<file path="config.mk">
export PLATFORM = sky130hd
export DESIGN_NAME = pcie_tlp_top
export DESIGN_NICKNAME = d
export VERILOG_FILES = /design/src/verilog/slv_pkg.sv /design/src/verilog/tlp_pkg.sv /design/src/verilog/pcie_tlp_top.sv /design/src/verilog/cpl_transmitter.sv /design/src/verilog/slv_sequencer.sv /design/src/verilog/rx_credit_release.sv /design/src/verilog/tlp_rx_parser.sv
export VERILOG_INCLUDE_DIRS = /design/src /design/src/verilog
export SDC_FILE = /design/constraint.sdc
export NUM_CORES = 1
export LEC_CHECK = 0
export ABC_AREA = 1
export BUFFER_PORTS_ARGS = -buffer_cell sky130_fd_sc_hd__buf_4
export CAP_MARGIN = 20
export CORE_UTILIZATION = 36
export DETAILED_ROUTE_END_ITERATION = 8
export GPL_ROUTABILITY_DRIVEN = 0
export RECOVER_POWER = 50
export SLEW_MARGIN = 0
export SYNTH_ARGS = -nofsm -noshare
export SYNTH_HDL_FRONTEND = slang
export SYNTH_SLANG_ARGS = --single-unit
</file>
<file path="constraint.sdc">
create_clock -name pcie_clk -period 14.9 [get_ports pcie_clk]
set_input_delay 3.725 -clock pcie_clk [delete_from_list [all_inputs] [get_ports pcie_clk]]
set_output_delay 3.725 -clock pcie_clk [all_outputs]
set_load 0.05 [all_outputs]
</file>
<file path="src/verilog/tlp_consts.svh">
`ifndef TLP_CONSTS_SVH
`define TLP_CONSTS_SVH

// Link stream
`define TLP_DATA_W 16
`define TLP_LEN_W 10

// Management inputs
`define BAR_W 7

// Local slave bus, half-word addressed
`define SLV_ADR_W 19

// Completion fields
`define BCOUNT_W 12

// Completion word buffer, also the initial credit count
`define CPL_BUF_DEPTH 4

//----------------------------------------------------------------------
// Header codes
//----------------------------------------------------------------------
`define FMT_3DW_DATA 2'b10
`define TYPE_CPL 5'b01010

`endif
</file>
<file path="src/verilog/slv_pkg.sv">
`default_nettype none
`include "tlp_consts.svh"

package slv_pkg;

	typedef struct packed {
		logic [`BAR_W-1:0]      bar;
		logic                   ce;      // One-cycle strobe
		logic                   we;
		logic [`SLV_ADR_W:1]    adr;     // Half-word address
		logic [`TLP_DATA_W-1:0] dat;
		logic [1:0]             sel;     // Bit 1 is the lower byte
	} slv_req_t;

	typedef enum logic [1:0] {
		IDLE, WRITE, READ_HDR, READ_DATA
	} seq_state_e;

endpackage

`default_nettype wire

</file>
<file path="src/verilog/tlp_pkg.sv">
`default_nettype none
`include "tlp_consts.svh"

package tlp_pkg;

	typedef enum logic [2:0] {
		MEM,
		MEM_LK,
		IO,
		CFG0,
		CFG1,
		MSG,
		CPL,
		CPL_LK
	} tlp_kind_e;

	typedef struct packed {
		logic [7:0] bus;
		logic [4:0] dev;
		logic [2:0] func;
	} cfg_id_t;

	typedef struct packed {
		logic [1:0]            fmt;      // Bit 1 set when data follows
		tlp_kind_e             kind;
		logic [2:0]            tc;
		logic [1:0]            attr;
		logic [`TLP_LEN_W-1:0] length;   // Doublewords
		logic [15:0]           req_id;
		logic [7:0]            tag;
		logic [3:0]            last_be;
		logic [3:0]            first_be;
		logic [63:2]           addr;
		logic [`BAR_W-1:0]     bar_hit;
	} tlp_hdr_t;

	typedef struct packed {
		logic                   valid;
		logic                   last;
		logic [`TLP_DATA_W-1:0] data;
	} rx_word_t;

	typedef struct packed {
		logic [`TLP_LEN_W-1:0] length;
		logic [`BCOUNT_W-1:0]  bcount;
		logic [15:0]           req_id;
		logic [7:0]            tag;
		logic [6:0]            low_addr;
	} cpl_hdr_t;

	typedef enum logic [3:0] {
		RX_H0, RX_H1, RX_H2, RX_H3, RX_H4, RX_H5, RX_H6, RX_H7, RX_PAY
	} rx_state_e;

	typedef enum logic [1:0] {
		TX_IDLE, TX_WAIT, TX_HDR, TX_DATA
	} tx_state_e;

endpackage

`default_nettype wire

</file>
<file path="src/verilog/pcie_tlp_top.sv">
`default_nettype none
`include "tlp_consts.svh"

module pcie_tlp_top (
	input  wire                    pcie_clk,
	input  wire                    sys_rst,
	input  wire [`BAR_W-1:0]       rx_bar_hit_i,
	input  wire tlp_pkg::cfg_id_t  cfg_id_i,
	input  wire                    rx_st_i,
	input  wire                    rx_end_i,
	input  wire [`TLP_DATA_W-1:0]  rx_data_i,
	output logic                   tx_req_o,
	input  wire                    tx_rdy_i,
	output logic                   tx_st_o,
	output logic                   tx_end_o,
	output logic [`TLP_DATA_W-1:0] tx_data_o,
	output logic [7:0]             pd_num_o,
	output logic                   ph_cr_o,
	output logic                   pd_cr_o,
	output logic                   nph_cr_o,
	output logic                   npd_cr_o,
	output slv_pkg::slv_req_t      slv_o,
	input  wire [`TLP_DATA_W-1:0]  slv_dat_i
);

	tlp_pkg::tlp_hdr_t hdr;
	tlp_pkg::rx_word_t pay;
	tlp_pkg::cpl_hdr_t cpl_hdr;
	logic hdr_valid;
	logic tlp_end;
	logic cpl_valid;
	logic cpl_started;
	logic [`TLP_DATA_W-1:0] cpl_word;
	logic cpl_word_valid;
	logic cpl_credit;

	tlp_rx_parser tlp_rx_parser_i (
		.pcie_clk     (pcie_clk),
		.sys_rst      (sys_rst),
		.rx_bar_hit_i (rx_bar_hit_i),
		.rx_st_i      (rx_st_i),
		.rx_end_i     (rx_end_i),
		.rx_data_i    (rx_data_i),
		.hdr_o        (hdr),
		.hdr_valid_o  (hdr_valid),
		.tlp_end_o    (tlp_end),
		.pay_o        (pay)
	);

	rx_credit_release rx_credit_release_i (
		.pcie_clk  (pcie_clk),
		.sys_rst   (sys_rst),
		.hdr_i     (hdr),
		.tlp_end_i (tlp_end),
		.pd_num_o  (pd_num_o),
		.ph_cr_o   (ph_cr_o),
		.pd_cr_o   (pd_cr_o),
		.nph_cr_o  (nph_cr_o),
		.npd_cr_o  (npd_cr_o)
	);

	slv_sequencer slv_sequencer_i (
		.pcie_clk         (pcie_clk),
		.sys_rst          (sys_rst),
		.hdr_i            (hdr),
		.hdr_valid_i      (hdr_valid),
		.pay_i            (pay),
		.slv_o            (slv_o),
		.slv_dat_i        (slv_dat_i),
		.cpl_hdr_o        (cpl_hdr),
		.cpl_valid_o      (cpl_valid),
		.cpl_started_i    (cpl_started),
		.cpl_word_o       (cpl_word),
		.cpl_word_valid_o (cpl_word_valid),
		.cpl_credit_i     (cpl_credit)
	);

	cpl_transmitter cpl_transmitter_i (
		.pcie_clk         (pcie_clk),
		.sys_rst          (sys_rst),
		.cfg_id_i         (cfg_id_i),
		.cpl_hdr_i        (cpl_hdr),
		.cpl_valid_i      (cpl_valid),
		.cpl_started_o    (cpl_started),
		.cpl_word_i       (cpl_word),
		.cpl_word_valid_i (cpl_word_valid),
		.cpl_credit_o     (cpl_credit),
		.tx_req_o         (tx_req_o),
		.tx_rdy_i         (tx_rdy_i),
		.tx_st_o          (tx_st_o),
		.tx_end_o         (tx_end_o),
		.tx_data_o        (tx_data_o)
	);

endmodule

`default_nettype wire

</file>
<file path="src/verilog/cpl_transmitter.sv">
`default_nettype none
`include "tlp_consts.svh"

module cpl_transmitter (
	input  wire                    pcie_clk,
	input  wire                    sys_rst,
	input  wire tlp_pkg::cfg_id_t  cfg_id_i,
	input  wire tlp_pkg::cpl_hdr_t cpl_hdr_i,
	input  wire                    cpl_valid_i,
	output logic                   cpl_started_o,
	input  wire [`TLP_DATA_W-1:0]  cpl_word_i,
	input  wire                    cpl_word_valid_i,
	output logic                   cpl_credit_o,
	output logic                   tx_req_o,
	input  wire                    tx_rdy_i,
	output logic                   tx_st_o,
	output logic                   tx_end_o,
	output logic [`TLP_DATA_W-1:0] tx_data_o
);
	import tlp_pkg::*;

	tx_state_e state;
	cpl_hdr_t hdr_q;
	logic [2:0] hcnt;
	logic [`TLP_LEN_W:0] dcnt;
	logic [`TLP_DATA_W-1:0] hdr_word;
	logic [`TLP_DATA_W-1:0] buf_mem [`CPL_BUF_DEPTH];
	logic [$clog2(`CPL_BUF_DEPTH)-1:0] wr_ptr;
	logic [$clog2(`CPL_BUF_DEPTH)-1:0] rd_ptr;
	logic [$clog2(`CPL_BUF_DEPTH):0] fill;
	logic pop;

	assign pop = (state == TX_DATA) && (fill != '0);
	assign cpl_credit_o = pop;   // One credit per word sent

	always_comb begin
		case (hcnt)
			3'd0: hdr_word = {1'b0, `FMT_3DW_DATA, `TYPE_CPL, 1'b0, 3'b000, 4'b0000};
			3'd1: hdr_word = {4'b0000, 2'b00, hdr_q.length};
			3'd2: hdr_word = cfg_id_i;              // Completer ID
			3'd3: hdr_word = {3'b000, 1'b0, hdr_q.bcount};
			3'd4: hdr_word = hdr_q.req_id;
			default: hdr_word = {hdr_q.tag, 1'b0, hdr_q.low_addr};
		endcase
	end

	//----------------------------------------------------------------------
	// Word buffer
	//----------------------------------------------------------------------
	always_ff @(posedge pcie_clk) begin
		if (cpl_word_valid_i)
			buf_mem[wr_ptr] <= cpl_word_i;
	end

	always_ff @(posedge pcie_clk) begin
		if (sys_rst) begin
			wr_ptr <= '0;
			rd_ptr <= '0;
			fill <= '0;
		end else begin
			wr_ptr <= wr_ptr + cpl_word_valid_i;
			rd_ptr <= rd_ptr + pop;
			fill <= fill + cpl_word_valid_i - pop;
		end
	end

	always_ff @(posedge pcie_clk) begin
		if (sys_rst) begin
			state <= TX_IDLE;
			tx_req_o <= 1'b0;
			tx_st_o <= 1'b0;
			tx_end_o <= 1'b0;
			cpl_started_o <= 1'b0;
		end else begin
			tx_st_o <= 1'b0;
			tx_end_o <= 1'b0;
			cpl_started_o <= 1'b0;
			case (state)
				TX_IDLE: begin
					hcnt <= 3'd0;
					if (cpl_valid_i) begin
						hdr_q <= cpl_hdr_i;
						cpl_started_o <= 1'b1;
						tx_req_o <= 1'b1;
						state <= TX_WAIT;
					end
				end
				TX_WAIT: begin
					if (tx_rdy_i) begin
						tx_req_o <= 1'b0;
						tx_st_o <= 1'b1;
						tx_data_o <= hdr_word;
						hcnt <= 3'd1;
						state <= TX_HDR;
					end
				end
				TX_HDR: begin
					tx_data_o <= hdr_word;
					hcnt <= hcnt + 3'd1;
					if (hcnt == 3'd5) begin
						dcnt <= {hdr_q.length, 1'b0};
						state <= TX_DATA;
					end
				end
				TX_DATA: begin
					if (pop) begin
						tx_data_o <= buf_mem[rd_ptr];
						dcnt <= dcnt - 1'b1;
						if (dcnt == 11'd1) begin
							tx_end_o <= 1'b1;
							state <= TX_IDLE;
						end
					end
				end
				default: state <= TX_IDLE;
			endcase
		end
	end

endmodule

`default_nettype wire

</file>
<file path="src/verilog/slv_sequencer.sv">
`default_nettype none
`include "tlp_consts.svh"

module slv_sequencer (
	input  wire                     pcie_clk,
	input  wire                     sys_rst,
	input  wire tlp_pkg::tlp_hdr_t  hdr_i,
	input  wire                     hdr_valid_i,
	input  wire tlp_pkg::rx_word_t  pay_i,
	output slv_pkg::slv_req_t       slv_o,
	input  wire [`TLP_DATA_W-1:0]   slv_dat_i,
	output tlp_pkg::cpl_hdr_t       cpl_hdr_o,
	output logic                    cpl_valid_o,
	input  wire                     cpl_started_i,
	output logic [`TLP_DATA_W-1:0]  cpl_word_o,
	output logic                    cpl_word_valid_o,
	input  wire                     cpl_credit_i
);
	import tlp_pkg::*;
	import slv_pkg::*;

	seq_state_e state;
	tlp_hdr_t req;
	logic [`TLP_LEN_W:0] cnt;          // Half-words done
	logic [`TLP_LEN_W:0] rd_left;
	logic [2:0] credits;
	logic rd_pend;
	logic issue;
	logic [`SLV_ADR_W-1:0] base;
	logic [`SLV_ADR_W-1:0] adr;
	logic [3:0] be;
	logic [1:0] wr_sel;
	logic [1:0] lead;
	logic [1:0] trail;
	logic [`BCOUNT_W-1:0] bcount;

	// Disabled bytes below the first enabled one
	function automatic logic [1:0] lead_gap(input logic [3:0] mask);
		casez (mask)
			4'b???1: lead_gap = 2'd0;
			4'b??10: lead_gap = 2'd1;
			4'b?100: lead_gap = 2'd2;
			4'b1000: lead_gap = 2'd3;
			default: lead_gap = 2'd0;
		endcase
	endfunction

	// Disabled bytes above the last enabled one
	function automatic logic [1:0] trail_gap(input logic [3:0] mask);
		casez (mask)
			4'b1???: trail_gap = 2'd0;
			4'b01??: trail_gap = 2'd1;
			4'b001?: trail_gap = 2'd2;
			default: trail_gap = 2'd3;
		endcase
	endfunction

	assign base = {req.addr[19:2], 1'b0};
	assign adr = base + {{(`SLV_ADR_W-`TLP_LEN_W-1){1'b0}}, cnt};
	assign issue = (state == READ_DATA) && (rd_left != '0) && (credits != 3'd0);

	assign lead = lead_gap(req.first_be);
	assign trail = (req.length == 10'd1) ? trail_gap(req.first_be) : trail_gap(req.last_be);
	assign bcount = {req.length, 2'b00} - {{(`BCOUNT_W-2){1'b0}}, lead}
		- {{(`BCOUNT_W-2){1'b0}}, trail};

	always_comb begin
		if (cnt[`TLP_LEN_W:1] == '0)
			be = req.first_be;
		else if (cnt[`TLP_LEN_W:1] == req.length - 10'd1)
			be = req.last_be;
		else
			be = 4'hf;
		wr_sel = cnt[0] ? {be[2], be[3]} : {be[0], be[1]};
	end

	// Read data lands one cycle after the strobe
	assign cpl_word_o = slv_dat_i;
	assign cpl_word_valid_o = rd_pend;

	always_ff @(posedge pcie_clk) begin
		if (sys_rst) begin
			state <= IDLE;
			slv_o.ce <= 1'b0;
			slv_o.we <= 1'b0;
			cpl_valid_o <= 1'b0;
			credits <= 3'(`CPL_BUF_DEPTH);
			rd_pend <= 1'b0;
			cnt <= '0;
			rd_left <= '0;
		end else begin
			slv_o.ce <= 1'b0;
			slv_o.we <= 1'b0;
			rd_pend <= slv_o.ce & ~slv_o.we;
			credits <= credits - {2'b00, issue} + {2'b00, cpl_credit_i};
			if (cpl_started_i)
				cpl_valid_o <= 1'b0;
			case (state)
				IDLE: begin
					if (hdr_valid_i && hdr_i.kind == MEM && hdr_i.bar_hit != '0) begin
						req <= hdr_i;
						cnt <= '0;
						if (hdr_i.fmt[1])
							state <= WRITE;
						else
							state <= READ_HDR;
					end
				end
				WRITE: begin
					if (pay_i.valid) begin
						slv_o.bar <= req.bar_hit;
						slv_o.ce <= 1'b1;
						slv_o.we <= 1'b1;
						slv_o.adr <= adr;
						slv_o.dat <= pay_i.data;
						slv_o.sel <= wr_sel;
						cnt <= cnt + 1'b1;
						if (pay_i.last)
							state <= IDLE;
					end
				end
				READ_HDR: begin
					cpl_hdr_o.length <= req.length;
					cpl_hdr_o.bcount <= bcount;
					cpl_hdr_o.req_id <= req.req_id;
					cpl_hdr_o.tag <= req.tag;
					cpl_hdr_o.low_addr <= {req.addr[6:2], lead};
					cpl_valid_o <= 1'b1;
					rd_left <= {req.length, 1'b0};
					state <= READ_DATA;
				end
				READ_DATA: begin
					if (issue) begin
						slv_o.bar <= req.bar_hit;
						slv_o.ce <= 1'b1;
						slv_o.adr <= adr;
						slv_o.sel <= 2'b11;
						cnt <= cnt + 1'b1;
						rd_left <= rd_left - 1'b1;
					end
					if (rd_left == '0 && !cpl_valid_o)
						state <= IDLE;
				end
				default: state <= IDLE;
			endcase
		end
	end

endmodule

`default_nettype wire

</file>
<file path="src/verilog/rx_credit_release.sv">
`default_nettype none
`include "tlp_consts.svh"

module rx_credit_release (
	input  wire                    pcie_clk,
	input  wire                    sys_rst,
	input  wire tlp_pkg::tlp_hdr_t hdr_i,
	input  wire                    tlp_end_i,
	output logic [7:0]             pd_num_o,
	output logic                   ph_cr_o,
	output logic                   pd_cr_o,
	output logic                   nph_cr_o,
	output logic                   npd_cr_o
);
	import tlp_pkg::*;

	logic [7:0] pd_cnt;

	// Doublewords to data credits, rounded up
	assign pd_cnt = hdr_i.length[`TLP_LEN_W-1:2] + {7'd0, |hdr_i.length[1:0]};

	always_ff @(posedge pcie_clk) begin
		if (sys_rst) begin
			pd_num_o <= 8'h0;
			ph_cr_o <= 1'b0;
			pd_cr_o <= 1'b0;
			nph_cr_o <= 1'b0;
			npd_cr_o <= 1'b0;
		end else begin
			pd_num_o <= 8'h0;
			ph_cr_o <= 1'b0;
			pd_cr_o <= 1'b0;
			nph_cr_o <= 1'b0;
			npd_cr_o <= 1'b0;
			if (tlp_end_i) begin
				case (hdr_i.kind)
					MEM, MEM_LK: begin
						if (hdr_i.bar_hit != '0) begin
							if (hdr_i.fmt[1]) begin
								ph_cr_o <= 1'b1;
								pd_cr_o <= 1'b1;
								pd_num_o <= pd_cnt;
							end else
								nph_cr_o <= 1'b1;
						end
					end
					IO, CFG0, CFG1: begin
						nph_cr_o <= 1'b1;
						npd_cr_o <= hdr_i.fmt[1];
					end
					MSG: begin
						ph_cr_o <= 1'b1;
						if (hdr_i.fmt[1]) begin
							pd_cr_o <= 1'b1;
							pd_num_o <= pd_cnt;
						end
					end
					default: ;   // Completions return nothing
				endcase
			end
		end
	end

endmodule

`default_nettype wire

</file>
<file path="src/verilog/tlp_rx_parser.sv">
`default_nettype none
`include "tlp_consts.svh"

module tlp_rx_parser (
	input  wire                    pcie_clk,
	input  wire                    sys_rst,
	input  wire [`BAR_W-1:0]       rx_bar_hit_i,
	input  wire                    rx_st_i,
	input  wire                    rx_end_i,
	input  wire [`TLP_DATA_W-1:0]  rx_data_i,
	output tlp_pkg::tlp_hdr_t      hdr_o,
	output logic                   hdr_valid_o,
	output logic                   tlp_end_o,
	output tlp_pkg::rx_word_t      pay_o
);
	import tlp_pkg::*;

	rx_state_e state;

	// Only an end inside a packet counts
	assign tlp_end_o = rx_end_i && (state != RX_H0);

	//----------------------------------------------------------------------
	// Header walk
	//----------------------------------------------------------------------
	always_ff @(posedge pcie_clk) begin
		if (sys_rst) begin
			state <= RX_H0;
			hdr_valid_o <= 1'b0;
			pay_o.valid <= 1'b0;
			pay_o.last <= 1'b0;
		end else begin
			hdr_valid_o <= 1'b0;
			pay_o.valid <= 1'b0;
			pay_o.last <= 1'b0;
			pay_o.data <= rx_data_i;
			case (state)
				RX_H0: begin
					if (rx_st_i) begin
						hdr_o.fmt <= rx_data_i[14:13];
						hdr_o.tc <= rx_data_i[6:4];
						hdr_o.bar_hit <= rx_bar_hit_i;
						if (rx_data_i[12])
							hdr_o.kind <= MSG;
						else if (!rx_data_i[11]) begin
							case (rx_data_i[10:8])
								3'b000: hdr_o.kind <= MEM;
								3'b001: hdr_o.kind <= MEM_LK;
								3'b010: hdr_o.kind <= IO;
								3'b100: hdr_o.kind <= CFG0;
								default: hdr_o.kind <= CFG1;
							endcase
						end else
							hdr_o.kind <= rx_data_i[8] ? CPL_LK : CPL;
						state <= RX_H1;
					end
				end
				RX_H1: begin
					hdr_o.attr <= rx_data_i[13:12];
					hdr_o.length <= rx_data_i[`TLP_LEN_W-1:0];
					state <= RX_H2;
				end
				RX_H2: begin
					hdr_o.req_id <= rx_data_i;
					state <= RX_H3;
				end
				RX_H3: begin
					hdr_o.tag <= rx_data_i[15:8];
					hdr_o.last_be <= rx_data_i[7:4];
					hdr_o.first_be <= rx_data_i[3:0];
					if (hdr_o.fmt[0])
						state <= RX_H4;
					else begin
						hdr_o.addr[63:32] <= '0;   // 3DW, no upper words
						state <= RX_H6;
					end
				end
				RX_H4: begin
					hdr_o.addr[63:48] <= rx_data_i;
					state <= RX_H5;
				end
				RX_H5: begin
					hdr_o.addr[47:32] <= rx_data_i;
					state <= RX_H6;
				end
				RX_H6: begin
					hdr_o.addr[31:16] <= rx_data_i;
					state <= RX_H7;
				end
				RX_H7: begin
					hdr_o.addr[15:2] <= rx_data_i[15:2];
					hdr_valid_o <= 1'b1;
					state <= RX_PAY;
				end
				RX_PAY: begin
					pay_o.valid <= 1'b1;
					pay_o.last <= rx_end_i;
				end
				default: state <= RX_H0;
			endcase
			if (rx_end_i)
				state <= RX_H0;
		end
	end

endmodule

`default_nettype wire

</file>
==> impl_metrics.env, run 1 <==
export IMPL_outcome="complete, but fails checks"
export IMPL_failed_checks="max-capacitance violations, max-slew violations"
export IMPL_synth_warnings=0
export IMPL_coreArea_um2=50200
export IMPL_regToRegEndpoint="slv_sequencer_i.credits[2]$_SDFF_PP1_"
export IMPL_synth_most_common_cell="edfxtp_1"
export IMPL_preCtsSetupSlack_ps=9140
export IMPL_grt_pass1_wl_um=63700
export IMPL_vias_per_cell=4.89
export IMPL_synthTopCellsByArea="edfxtp_1 65%, dfxtp_1 6.9%, nand2_1 4.3%, nor2_1 3.6%, inv_1 2.6%"
export IMPL_max_slew_margin_rel_pct=-76.3
export IMPL_nNetsFinal=1716
export IMPL_synth_top_family_by_area="simple AND/OR/NAND/NOR gates"
export IMPL_synth_area_leader_cell="edfxtp_1"
export IMPL_dr_pass1_iters=5
export IMPL_layout_setup_ws_ps=8500
export IMPL_tightestPinTransition_ps=2620
export IMPL_area_delta_synth_final_pct=17.7
export IMPL_worstPathMaxFanout=53
export IMPL_cts_tree="built"
export IMPL_synth_simple_area_share_pct=12.1
export IMPL_rsz0062_at_grt="no"
export IMPL_rows=82
export IMPL_setup_viol_count_final=0
export IMPL_ys_seq_area_share_pct=72.3
export IMPL_drt_total_wl_um=41300
export IMPL_synthAdderAreaFrac_pct=2.97
export IMPL_ys_types=54
export IMPL_syn_inst=1452
export IMPL_track_usage_pct=16.3
export IMPL_grt_antenna_before_repair=0
export IMPL_drt_initial_drc_count=806
export IMPL_critPathArrivalTime_ps=6660
export IMPL_r2r_cells=11
export IMPL_power_density_nw_per_um2=135
export IMPL_ys_flop_type="edfxtp_1"
export IMPL_synthArstFlopShare_pct=0
export IMPL_final_hold_violation_count=0
export IMPL_synthesis_area_um2=18300
export IMPL_crit_required_ps=15160
export IMPL_clock_sinks=462
export IMPL_muxShareOfSynthArea_pct=0
export IMPL_synth_edf_count=399
export IMPL_port_buffers=136
export IMPL_hold_ws_ps=400
export IMPL_crit_type="in -> reg"
export IMPL_cts_buffers=49
export IMPL_grt_max_degree=68
export IMPL_fmax_mhz=156
export IMPL_fin_crit_sh_pct=43.0
export IMPL_io_pins=137
export IMPL_cts_hold_buf=0
export IMPL_final_area_um2=21500
export IMPL_ys_seq_elements=462
export IMPL_clkTransAtPathRegs_ps=60
export IMPL_synth_common_cells="399 x edfxtp_1, 208 x nand2_1, 176 x nor2_1"
export IMPL_utilization_pct=42.9
export IMPL_drive_gt1_share_pct=12.8
export IMPL_dp_cells=2235
export IMPL_grt_pass1_vias=11300
export IMPL_placed_cell_area_um2=20200
export IMPL_syn_avg_cell_area_um2=12.6
export IMPL_start_kind="input port"
export IMPL_htreeDepth=2
export IMPL_cts_setup_buffers=0
export IMPL_synth_fp_nets=1553
export IMPL_ctsLongestPathBuffers=3
export IMPL_hpwlAfterDp_um=29100
export IMPL_cts_root_buf="clkbuf_16"
export IMPL_clock_skew_ps=17.8
export IMPL_layout_cells_non_filler=2328
export IMPL_power_mw=2.90
export IMPL_ant_nets=0
export IMPL_cts_resized=0
export IMPL_r2r_start="cpl_transmitter_i.state[1]$_SDFFE_PP0P_"
export IMPL_finalSetupTns_ps=0
export IMPL_synth_xor_area_share_pct=2.10
export IMPL_min_to="cpl_transmitter_i.hdr_q[28]$_DFFE_PP_"
export IMPL_holdPathStages=0
export IMPL_worstSkewPairLatency_ps=590
export IMPL_fin_crit_ps=6400
export IMPL_cap_violations=5
export IMPL_wl_per_cell_um=17.7
export IMPL_ir_drop_mv=0.0815
export IMPL_start_util_pct=36.5
export IMPL_hold_start="slv_sequencer_i.cpl_hdr_o[28]$_DFFE_PP_"
export IMPL_reg2reg_slack_ps=10620
export IMPL_crit_path_end_kind="register"
export IMPL_drc_errors=0
export IMPL_yosys_area_top_type_share_pct=65.4
export IMPL_drv_slew=132
export IMPL_die_x_um=228
export IMPL_overflow=0
export IMPL_hold_class="reg -> reg"
export IMPL_die_h_um=228
export IMPL_p_leak_nw=7.89
export IMPL_die_area_um2=51800
export IMPL_n_antenna_cell=0
export IMPL_synth_compound_area_share_pct=6.95
export IMPL_vias=11400
## kinds of logic (layout without fill, tap and decap cells)
logic type / Yosys count / in the layout
DFF: 462 / 462
AOI/OAI and AO/OA: 219 / 219
adders and majority gates: 41 / 41
and+or+nand+nor: 517 / 517
buffers and inverters: 169 / 373
xor gates and xnor gates: 44 / 44
## layer usage
| layer | part of all wire (%) | global-route usage (%) | vias up | wire, µm |
|---|---|---|---|---|
| li1 | - | - | 5436 | - |
| met1 | 45 | 22.2 | 5544 | 18700 |
| met2 | 46 | 26.1 | 331 | 19200 |
| met3 | 5.1 | 2.76 | 78 | 2120 |
| met4 | 3.1 | 6.45 | 0 | 1290 |
| met5 | 0 | 0 | - | 0 |
## final cells by class
cell class / instances / area [µm²]
inverter: 132 / 499
clock buffer: 54 / 1250
clock inverter: 38 / 299
fill: 4599 / 28600
tap: 672 / 841
timing repair buffer: 149 / 983
sequential: 462 / 13200
multi-input combinational: 821 / 4430
## worst max-delay path, stage by stage
cell and delay [ps]:
clkbuf_1 1520, inv_4 660, nand2_1 360, nor2_4 40, buf_4 310
## sequential cells by signal, summed over array words and instances (netlist names), 2 cells and up
name	cells
slv_sequencer_i.cpl_hdr_o	53
cpl_transmitter_i.dcnt	11
slv_sequencer_i.slv_o	46
cpl_transmitter_i.tx_data_o	16
cpl_transmitter_i.state	2
tlp_rx_parser_i.pay_o	18
cpl_transmitter_i.fill	3
rx_credit_release_i.pd_num_o	8
cpl_transmitter_i.rd_ptr	2
slv_sequencer_i.rd_left	11
slv_sequencer_i.credits	3
slv_sequencer_i.req	49
cpl_transmitter_i.buf_mem	64
tlp_rx_parser_i.hdr_o	72
cpl_transmitter_i.hcnt	3
tlp_rx_parser_i.state	4
slv_sequencer_i.state	2
cpl_transmitter_i.wr_ptr	2
cpl_transmitter_i.hdr_q	53
slv_sequencer_i.base	18
slv_sequencer_i.cnt	11
## report_power, final
group          leakage (nW)  switching [mW]  internal [mW]
sequential             4.13          0.0233           1.45
clock                 0.769           0.504          0.665
combinational          3.00           0.179         0.0803
total                  7.89           0.706           2.19
## how the worst max path moves through the flow
stage	start	to	slack, ps	cells after the start
2_1_floorplan	sys_rst	slv_sequencer_i.base[10]$_DFFE_PP_	3690	3
3_3_place_gp	sys_rst	cpl_transmitter_i.dcnt[10]$_DFFE_PP_	9170	4
3_5_place_dp	sys_rst	cpl_transmitter_i.dcnt[8]$_DFFE_PP_	9140	4
4_1_cts	sys_rst	cpl_transmitter_i.dcnt[0]$_SDFFCE_PN0P_	9750	4
5_1_grt	sys_rst	cpl_transmitter_i.hdr_q[33]$_DFFE_PP_	8290	5
6_report	sys_rst	cpl_transmitter_i.hdr_q[33]$_DFFE_PP_	8500	5
## layout by cell type (no fill, tap or decap), types with 4 or more instances in the layout
cell / netlist / final
nor2_2: 3 / 4
a21o_1: 12 / 12
xor2_1: 31 / 31
nand3b_1: 7 / 7
a221oi_1: 9 / 9
o21bai_1: 7 / 7
nand2_1: 208 / 209
nor2_1: 176 / 173
clkinv_2: 0 / 13
xnor2_1: 13 / 13
nor2_4: 2 / 4
dfxtp_1: 63 / 63
nand4_1: 11 / 11
fa_1: 4 / 4
inv_6: 0 / 4
clkbuf_4: 0 / 11
clkbuf_1: 28 / 40
a31oi_1: 9 / 9
a21oi_1: 56 / 56
o22ai_1: 18 / 18
o21ai_0: 89 / 89
inv_1: 125 / 128
ha_1: 37 / 37
nor3_1: 27 / 26
nand3_1: 65 / 66
clkinv_1: 0 / 13
clkbuf_16: 0 / 49
buf_4: 1 / 102
edfxtp_1: 399 / 399
(Power assumes the default switching activity.)
==> run 2, diff against run 1 <==
- clock period: 14.9 -> 6.17 ns (I/O delays scaled with it)
==> run 2 against run 1 <==
The run still ends with max-capacitance violations, max-slew violations left. Die area unchanged. Sequential power up 140%. Hold slack gained 3.4 ps. Total power rose by 140%. Clock skew up 3.5 ps. Critical path depth rose by 1. Setup slack lost 6700 ps. Cell area fell by 0.15%. Highest routed layer unchanged.
==> impl_metrics.env, run 2 (synthesis gave the netlist of run 1 again) <==
export IMPL_fin_crit_ps=4320
export IMPL_ir_drop_mv=0.216
export IMPL_reg2reg_slack_ps=2500
export IMPL_ff_latch_area_um2=13200
export IMPL_regToRegEndpoint="slv_sequencer_i.cnt[10]$_SDFFE_PP0P_"
export IMPL_io_pins=137
export IMPL_cts_root_buf="clkbuf_16"
export IMPL_crit_path_end_kind="register"
export IMPL_max_slew_margin_rel_pct=-84.3
export IMPL_clock_skew_ps=21.3
export IMPL_cts_buffers=48
export IMPL_power_density_nw_per_um2=327
export IMPL_dr_pass1_iters=5
export IMPL_grt_antenna_before_repair=1
export IMPL_mostFrequentLayoutCells="399 x edfxtp_1, 210 x nand2_1, 174 x nor2_1, 127 x inv_1, 103 x buf_4"
export IMPL_drive_gt1_share_pct=12.3
export IMPL_vias=11100
export IMPL_largest_register_ffs=72
export IMPL_die_x_um=228
export IMPL_area_delta_synth_final_pct=17.5
export IMPL_hold_ws_ps=404
export IMPL_coreArea_um2=50200
export IMPL_worstSkewPairLatency_ps=590
export IMPL_cts_resized=0
export IMPL_crit_required_ps=6500
export IMPL_finalSetupTns_ps=0
export IMPL_multi_input_area_um2=4400
export IMPL_grt_max_degree=68
export IMPL_htreeDepth=2
export IMPL_die_h_um=228
export IMPL_p_leak_nw=7.87
export IMPL_worstPathMaxFanout=41
export IMPL_cap_violations=6
export IMPL_crit_end="cpl_transmitter_i.hdr_q[8]$_DFFE_PP_"
export IMPL_start_util_pct=36.5
export IMPL_clkTransAtPathRegs_ps=60
export IMPL_final_area_um2=21500
export IMPL_ctsLongestPathBuffers=3
export IMPL_track_usage_pct=16.1
export IMPL_hold_class="reg -> reg"
export IMPL_fill_cells=4623
export IMPL_drt_initial_drc_count=851
export IMPL_setup_viol_count_final=0
export IMPL_failed_checks="max-capacitance violations, max-slew violations"
export IMPL_overflow=0
export IMPL_grt_pass1_wl_um=62400
export IMPL_clock_sinks=462
export IMPL_fin_crit_sh_pct=70.1
export IMPL_reg_largest_list="tlp_rx_parser_i.hdr_o: 72 flops, cpl_transmitter_i.buf_mem: 64 flops"
export IMPL_start_kind="input port"
export IMPL_hpwlAfterDp_um=28600
export IMPL_rows=82
export IMPL_final_hold_violation_count=0
export IMPL_regMostFlops="tlp_rx_parser_i.hdr_o"
export IMPL_final_common_cell="edfxtp_1"
export IMPL_rsz0062_at_grt="no"
export IMPL_cts_setup_buffers=0
export IMPL_wl_per_cell_um=17.7
export IMPL_vias_per_cell=4.77
export IMPL_crit_type="in -> reg"
export IMPL_grt_pass1_vias=11100
export IMPL_port_buffers=136
export IMPL_ant_nets=0
export IMPL_tightestPinTransition_ps=2740
export IMPL_placed_cell_area_um2=20200
export IMPL_n_antenna_cell=0
export IMPL_drt_total_wl_um=41100
export IMPL_outcome="complete, but fails checks"
export IMPL_cts_tree="built"
export IMPL_r2r_start="slv_sequencer_i.state[0]$_SDFFE_PP0P_"
export IMPL_nNetsFinal=1714
export IMPL_drc_errors=0
export IMPL_die_area_um2=51800
export IMPL_r2r_cells=7
export IMPL_cp_startpoint="sys_rst"
export IMPL_fmax_mhz=231
export IMPL_cts_hold_buf=0
export IMPL_critPathArrivalTime_ps=4650
export IMPL_drv_slew=148
run 2: layer usage:
| layer | vias to the layer above | routed length [µm] | GRT usage, % |
|---|---|---|---|
| met1 | 5310 | 18700 | 21.5 |
| met4 | 0 | 1090 | 5.24 |
| met2 | 279 | 19100 | 26.3 |
| met3 | 67 | 2140 | 3.11 |
| li1 | 5429 | - | - |
| met5 | - | 0 | 0 |
run 2: how the worst min path moves through the flow:
stage          cells past startpoint  slack, ps                                     from                                    end
3_3_place_gp                       0        400       tlp_rx_parser_i.pay_o[3]$_DFFE_PN_     slv_sequencer_i.slv_o[5]$_DFFE_PP_
5_1_grt                            0        420      tlp_rx_parser_i.hdr_o[76]$_DFFE_PP_      slv_sequencer_i.req[76]$_DFFE_PP_
3_5_place_dp                       0        400  slv_sequencer_i.cpl_hdr_o[23]$_DFFE_PP_  cpl_transmitter_i.hdr_q[23]$_DFFE_PP_
2_1_floorplan                      0        400   slv_sequencer_i.cpl_hdr_o[0]$_DFFE_PP_   cpl_transmitter_i.hdr_q[0]$_DFFE_PP_
6_report                           0        400       tlp_rx_parser_i.pay_o[4]$_DFFE_PN_     slv_sequencer_i.slv_o[6]$_DFFE_PP_
4_1_cts                            0        410       tlp_rx_parser_i.pay_o[4]$_DFFE_PN_     slv_sequencer_i.slv_o[6]$_DFFE_PP_
run 2: critical path, stage by stage:
cell and delay [ps]:
clkbuf_1 1520, inv_4 650, nand2_1 370, nor2_4 110
buf_12 180, buf_4 200
run 2: report_power, final:
group,internal (mW),switching (mW)
Combinational,0.194,0.455
Sequential,3.49,0.0487
Clock,1.65,1.19
Total,5.34,1.69
run 2: cell type report:
type,instances,share of cell area [%]
tap,672,3.91
inverter,132,2.32
sequential,462,61.6
multi-input combinational,821,20.5
timing repair buffer,148,4.58
clock buffer,62,6.02
clock inverter,26,1.15
run 2: per-stage QoR:
step / cells / utilization, % / worst slack (ps) / power [mW]
after floorplan: 1452 / - / 1540 / 4.03
after global placement: 2234 / 40.2 / 2130 / 4.26
after detailed placement: 2234 / 40.2 / 2040 / 4.27
after CTS: 2322 / 43.3 / 2650 / 7.11
after global routing: 2323 / 42.9 / 1640 / 7.27
final: 2323 / 42.9 / 1850 / 7.03
==> run 3, diff against run 2 <==
- ABC_AREA: 1 -> 0
- clock period: 6.17 -> 4.5 ns (I/O delays scaled with it)
==> run 3 against run 2 <==
The run still ends with max-capacitance violations, max-slew violations left. Die area down 0.35%. First-iteration DRC count down 20%. Critical path depth up 7. Clock power up 46%. Highest routed layer unchanged.
==> impl_metrics.env, run 3 <==
export IMPL_ys_flop_type="edfxtp_1"
export IMPL_vias=10400
export IMPL_ys_seq_area_share_pct=72.6
export IMPL_cts_tree="built"
export IMPL_cp_top_family="simple AND/OR/NAND/NOR gates"
export IMPL_slowest_stage="edfxtp_1"
export IMPL_synth_edf_count=399
export IMPL_drc_errors=0
export IMPL_yosys_area_top_type_share_pct=65.7
export IMPL_synth_warnings=0
export IMPL_clkTransAtPathRegs_ps=60
export IMPL_area_delta_synth_final_pct=18.2
export IMPL_cts_hold_buf=0
export IMPL_die_h_um=227
export IMPL_cp_startpoint="slv_sequencer_i.req[107]$_DFFE_PP_"
export IMPL_crit_required_ps=4820
export IMPL_sequentialPowerShare_pct=51.9
export IMPL_layout_setup_ws_ps=1310
export IMPL_io_pins=137
export IMPL_crit_end="slv_sequencer_i.cpl_hdr_o[42]$_DFFE_PP_"
export IMPL_grt_pass1_vias=10100
export IMPL_syn_inst=1219
export IMPL_rows=82
export IMPL_cts_root_buf="clkbuf_16"
export IMPL_power_mw=8.97
export IMPL_coreArea_um2=50100
export IMPL_placed_cell_area_um2=20100
export IMPL_cts_resized=0
export IMPL_rsz0062_at_grt="no"
export IMPL_synthTopCellsByArea="edfxtp_1 66%, dfxtp_1 6.9%, ha_1 2.5%, o21ai_0 2.1%, mux4_2 2.0%"
export IMPL_hpwlAfterDp_um=27700
export IMPL_worst_path_buf_inv=2
export IMPL_hold_class="reg -> reg"
export IMPL_preCtsSetupSlack_ps=1300
export IMPL_p_clk_share_pct=46.4
export IMPL_drt_initial_drc_count=680
export IMPL_path_cells="or3_1, nor2_1, nand4b_1, o21ai_0, o21a_1, ha_1, inv_1, ha_1, inv_1, fa_1, and3_1, nand2_1, xnor2_1"
export IMPL_multi_input_area_um2=4620
export IMPL_die_x_um=227
export IMPL_synthesis_area_um2=18200
export IMPL_failed_checks="max-capacitance violations, max-slew violations"
export IMPL_synth_area_leader_cell="edfxtp_1"
export IMPL_synth_common_cells="399 x edfxtp_1, 77 x nor2_1, 77 x o21ai_0"
export IMPL_p_leak_nw=7.22
export IMPL_critPathArrivalTime_ps=3520
export IMPL_n_antenna_cell=0
export IMPL_worstPathMaxFanout=9
export IMPL_p_sw_mw=1.74
export IMPL_track_usage_pct=15.9
export IMPL_fmax_mhz=313
export IMPL_crit_type="reg -> reg"
export IMPL_layout_cells_non_filler=2083
export IMPL_cap_violations=2
export IMPL_regMostFlops="tlp_rx_parser_i.hdr_o"
export IMPL_clock_skew_ps=18.6
export IMPL_final_hold_violation_count=0
export IMPL_outcome="complete, but fails checks"
export IMPL_ir_drop_mv=0.299
export IMPL_final_common_cell="edfxtp_1"
export IMPL_clock_sinks=462
export IMPL_drt_total_wl_um=40500
export IMPL_finalSetupTns_ps=0
export IMPL_drive_gt1_share_pct=17.2
export IMPL_nNetsFinal=1473
export IMPL_mostFrequentLayoutCells="399 x edfxtp_1, 111 x buf_4, 77 x nor2_1, 76 x o21ai_0, 74 x nand2_1"
export IMPL_syn_avg_cell_area_um2=15.0
export IMPL_critPathMaxStageDelay_ps=530
export IMPL_wl_per_cell_um=19.4
export IMPL_cts_buffers=48
export IMPL_r2r_start="slv_sequencer_i.req[107]$_DFFE_PP_"
export IMPL_synth_fp_nets=1320
export IMPL_grt_antenna_before_repair=0
export IMPL_max_slew_margin_rel_pct=-95.6
export IMPL_final_area_um2=21600
export IMPL_hold_ws_ps=407
export IMPL_synthArstFlopShare_pct=0
export IMPL_tightestPinTransition_ps=2930
export IMPL_crit_path_end_kind="register"
export IMPL_setup_viol_count_final=0
export IMPL_regToRegEndpoint="slv_sequencer_i.cpl_hdr_o[42]$_DFFE_PP_"
export IMPL_largest_register_ffs=72
export IMPL_power_density_nw_per_um2=416
export IMPL_combPwrFrac_pct=1.7
export IMPL_ff_latch_area_um2=13200
export IMPL_start_util_pct=36.4
export IMPL_worstSkewPairLatency_ps=580
export IMPL_reg2reg_slack_ps=1310
export IMPL_r2r_cells=13
export IMPL_start_kind="register"
export IMPL_ys_seq_elements=462
export IMPL_fill_cells=4516
export IMPL_reg_largest_list="tlp_rx_parser_i.hdr_o: 72 flops, cpl_transmitter_i.buf_mem: 64 flops"
export IMPL_synth_most_common_cell="edfxtp_1"
export IMPL_dr_pass1_iters=5
export IMPL_dp_cells=1994
export IMPL_p_int_mw=7.22
export IMPL_utilization_pct=43.1
export IMPL_ant_nets=0
export IMPL_drv_slew=34
export IMPL_htreeDepth=2
export IMPL_die_area_um2=51600
export IMPL_fin_crit_ps=3190
export IMPL_crit_cells=13
export IMPL_vias_per_cell=4.97
export IMPL_ctsLongestPathBuffers=3
export IMPL_ys_types=77
export IMPL_switching_share_pct=19.4
export IMPL_overflow=0
export IMPL_grt_pass1_wl_um=61400
export IMPL_port_buffers=136
export IMPL_fin_crit_sh_pct=71.0
export IMPL_cts_setup_buffers=0
export IMPL_grt_max_degree=61
==> run 3: cell count changes in the layout (fill, tap and decap cells not counted), moves of 14 or more <==
cell      before  now
inv_1        127   41
nor2_1       174   77
nand3_1       66   20
nor2b_1        0   14
nand2_1      210   74
xnor2_1       13   33
o211ai_1       1   19
mux4_2         0   16
o22ai_1       18    0
==> run 3: cells by family (layout without fill, tap and decap cells) <==
logic type               count (synthesis)  count (layout)  synth area share, %
XOR/XNOR                                51              51                 2.45
AND/OR/NAND/NOR                        316             316                 8.85
multiplexers                            26              26                 2.54
AO/OA/AOI/OAI                          227             227                 8.31
adder cells (fa/ha/maj)                 42              42                 3.03
flip-flops                             462             462                 72.6
buffers and inverters                   95             287                 2.24
==> run 3: power groups by stage <==
stage          clock network, mW  registers [mW]  logic, mW
6_report                    4.16            4.65      0.151
5_1_grt                     4.44            4.65      0.166
4_1_cts                     4.27            4.65      0.167
3_5_place_dp                   0            4.74      0.167
3_3_place_gp                   0            4.74      0.162
2_1_floorplan                  0            4.75     0.0617
==> run 3: area by class of cell <==
class,instances,share of cell area [%]
inverters,41,0.714
well taps,672,3.90
clock buffers,59,5.91
multi-input cells,662,21.4
repair buffers,157,4.86
clock inverters,30,1.79
flip-flops and latches,462,61.4
==> run 3: metal layers <==
metal | global-route usage, % | part of all wire [%]
met4 | 5.00 | 2.1
met2 | 25.1 | 47
met1 | 22.2 | 45
met5 | 0 | 0
met3 | 2.94 | 5.9
==> run 3: how the worst min path moves through the flow <==
stage                                            end                                    start  cells after the start  slack [ps]
5_1_grt        cpl_transmitter_i.hdr_q[41]$_DFFE_PP_  slv_sequencer_i.cpl_hdr_o[41]$_DFFE_PP_                      0         410
4_1_cts         cpl_transmitter_i.hdr_q[8]$_DFFE_PP_   slv_sequencer_i.cpl_hdr_o[8]$_DFFE_PP_                      0         400
3_5_place_dp       slv_sequencer_i.base[3]$_DFFE_PP_       tlp_rx_parser_i.hdr_o[9]$_DFFE_PP_                      0         400
6_report        cpl_transmitter_i.hdr_q[8]$_DFFE_PP_   slv_sequencer_i.cpl_hdr_o[8]$_DFFE_PP_                      0         410
3_3_place_gp      slv_sequencer_i.base[12]$_DFFE_PP_      tlp_rx_parser_i.hdr_o[18]$_DFFE_PP_                      0         400
2_1_floorplan   cpl_transmitter_i.hdr_q[0]$_DFFE_PP_   slv_sequencer_i.cpl_hdr_o[0]$_DFFE_PP_                      0         400
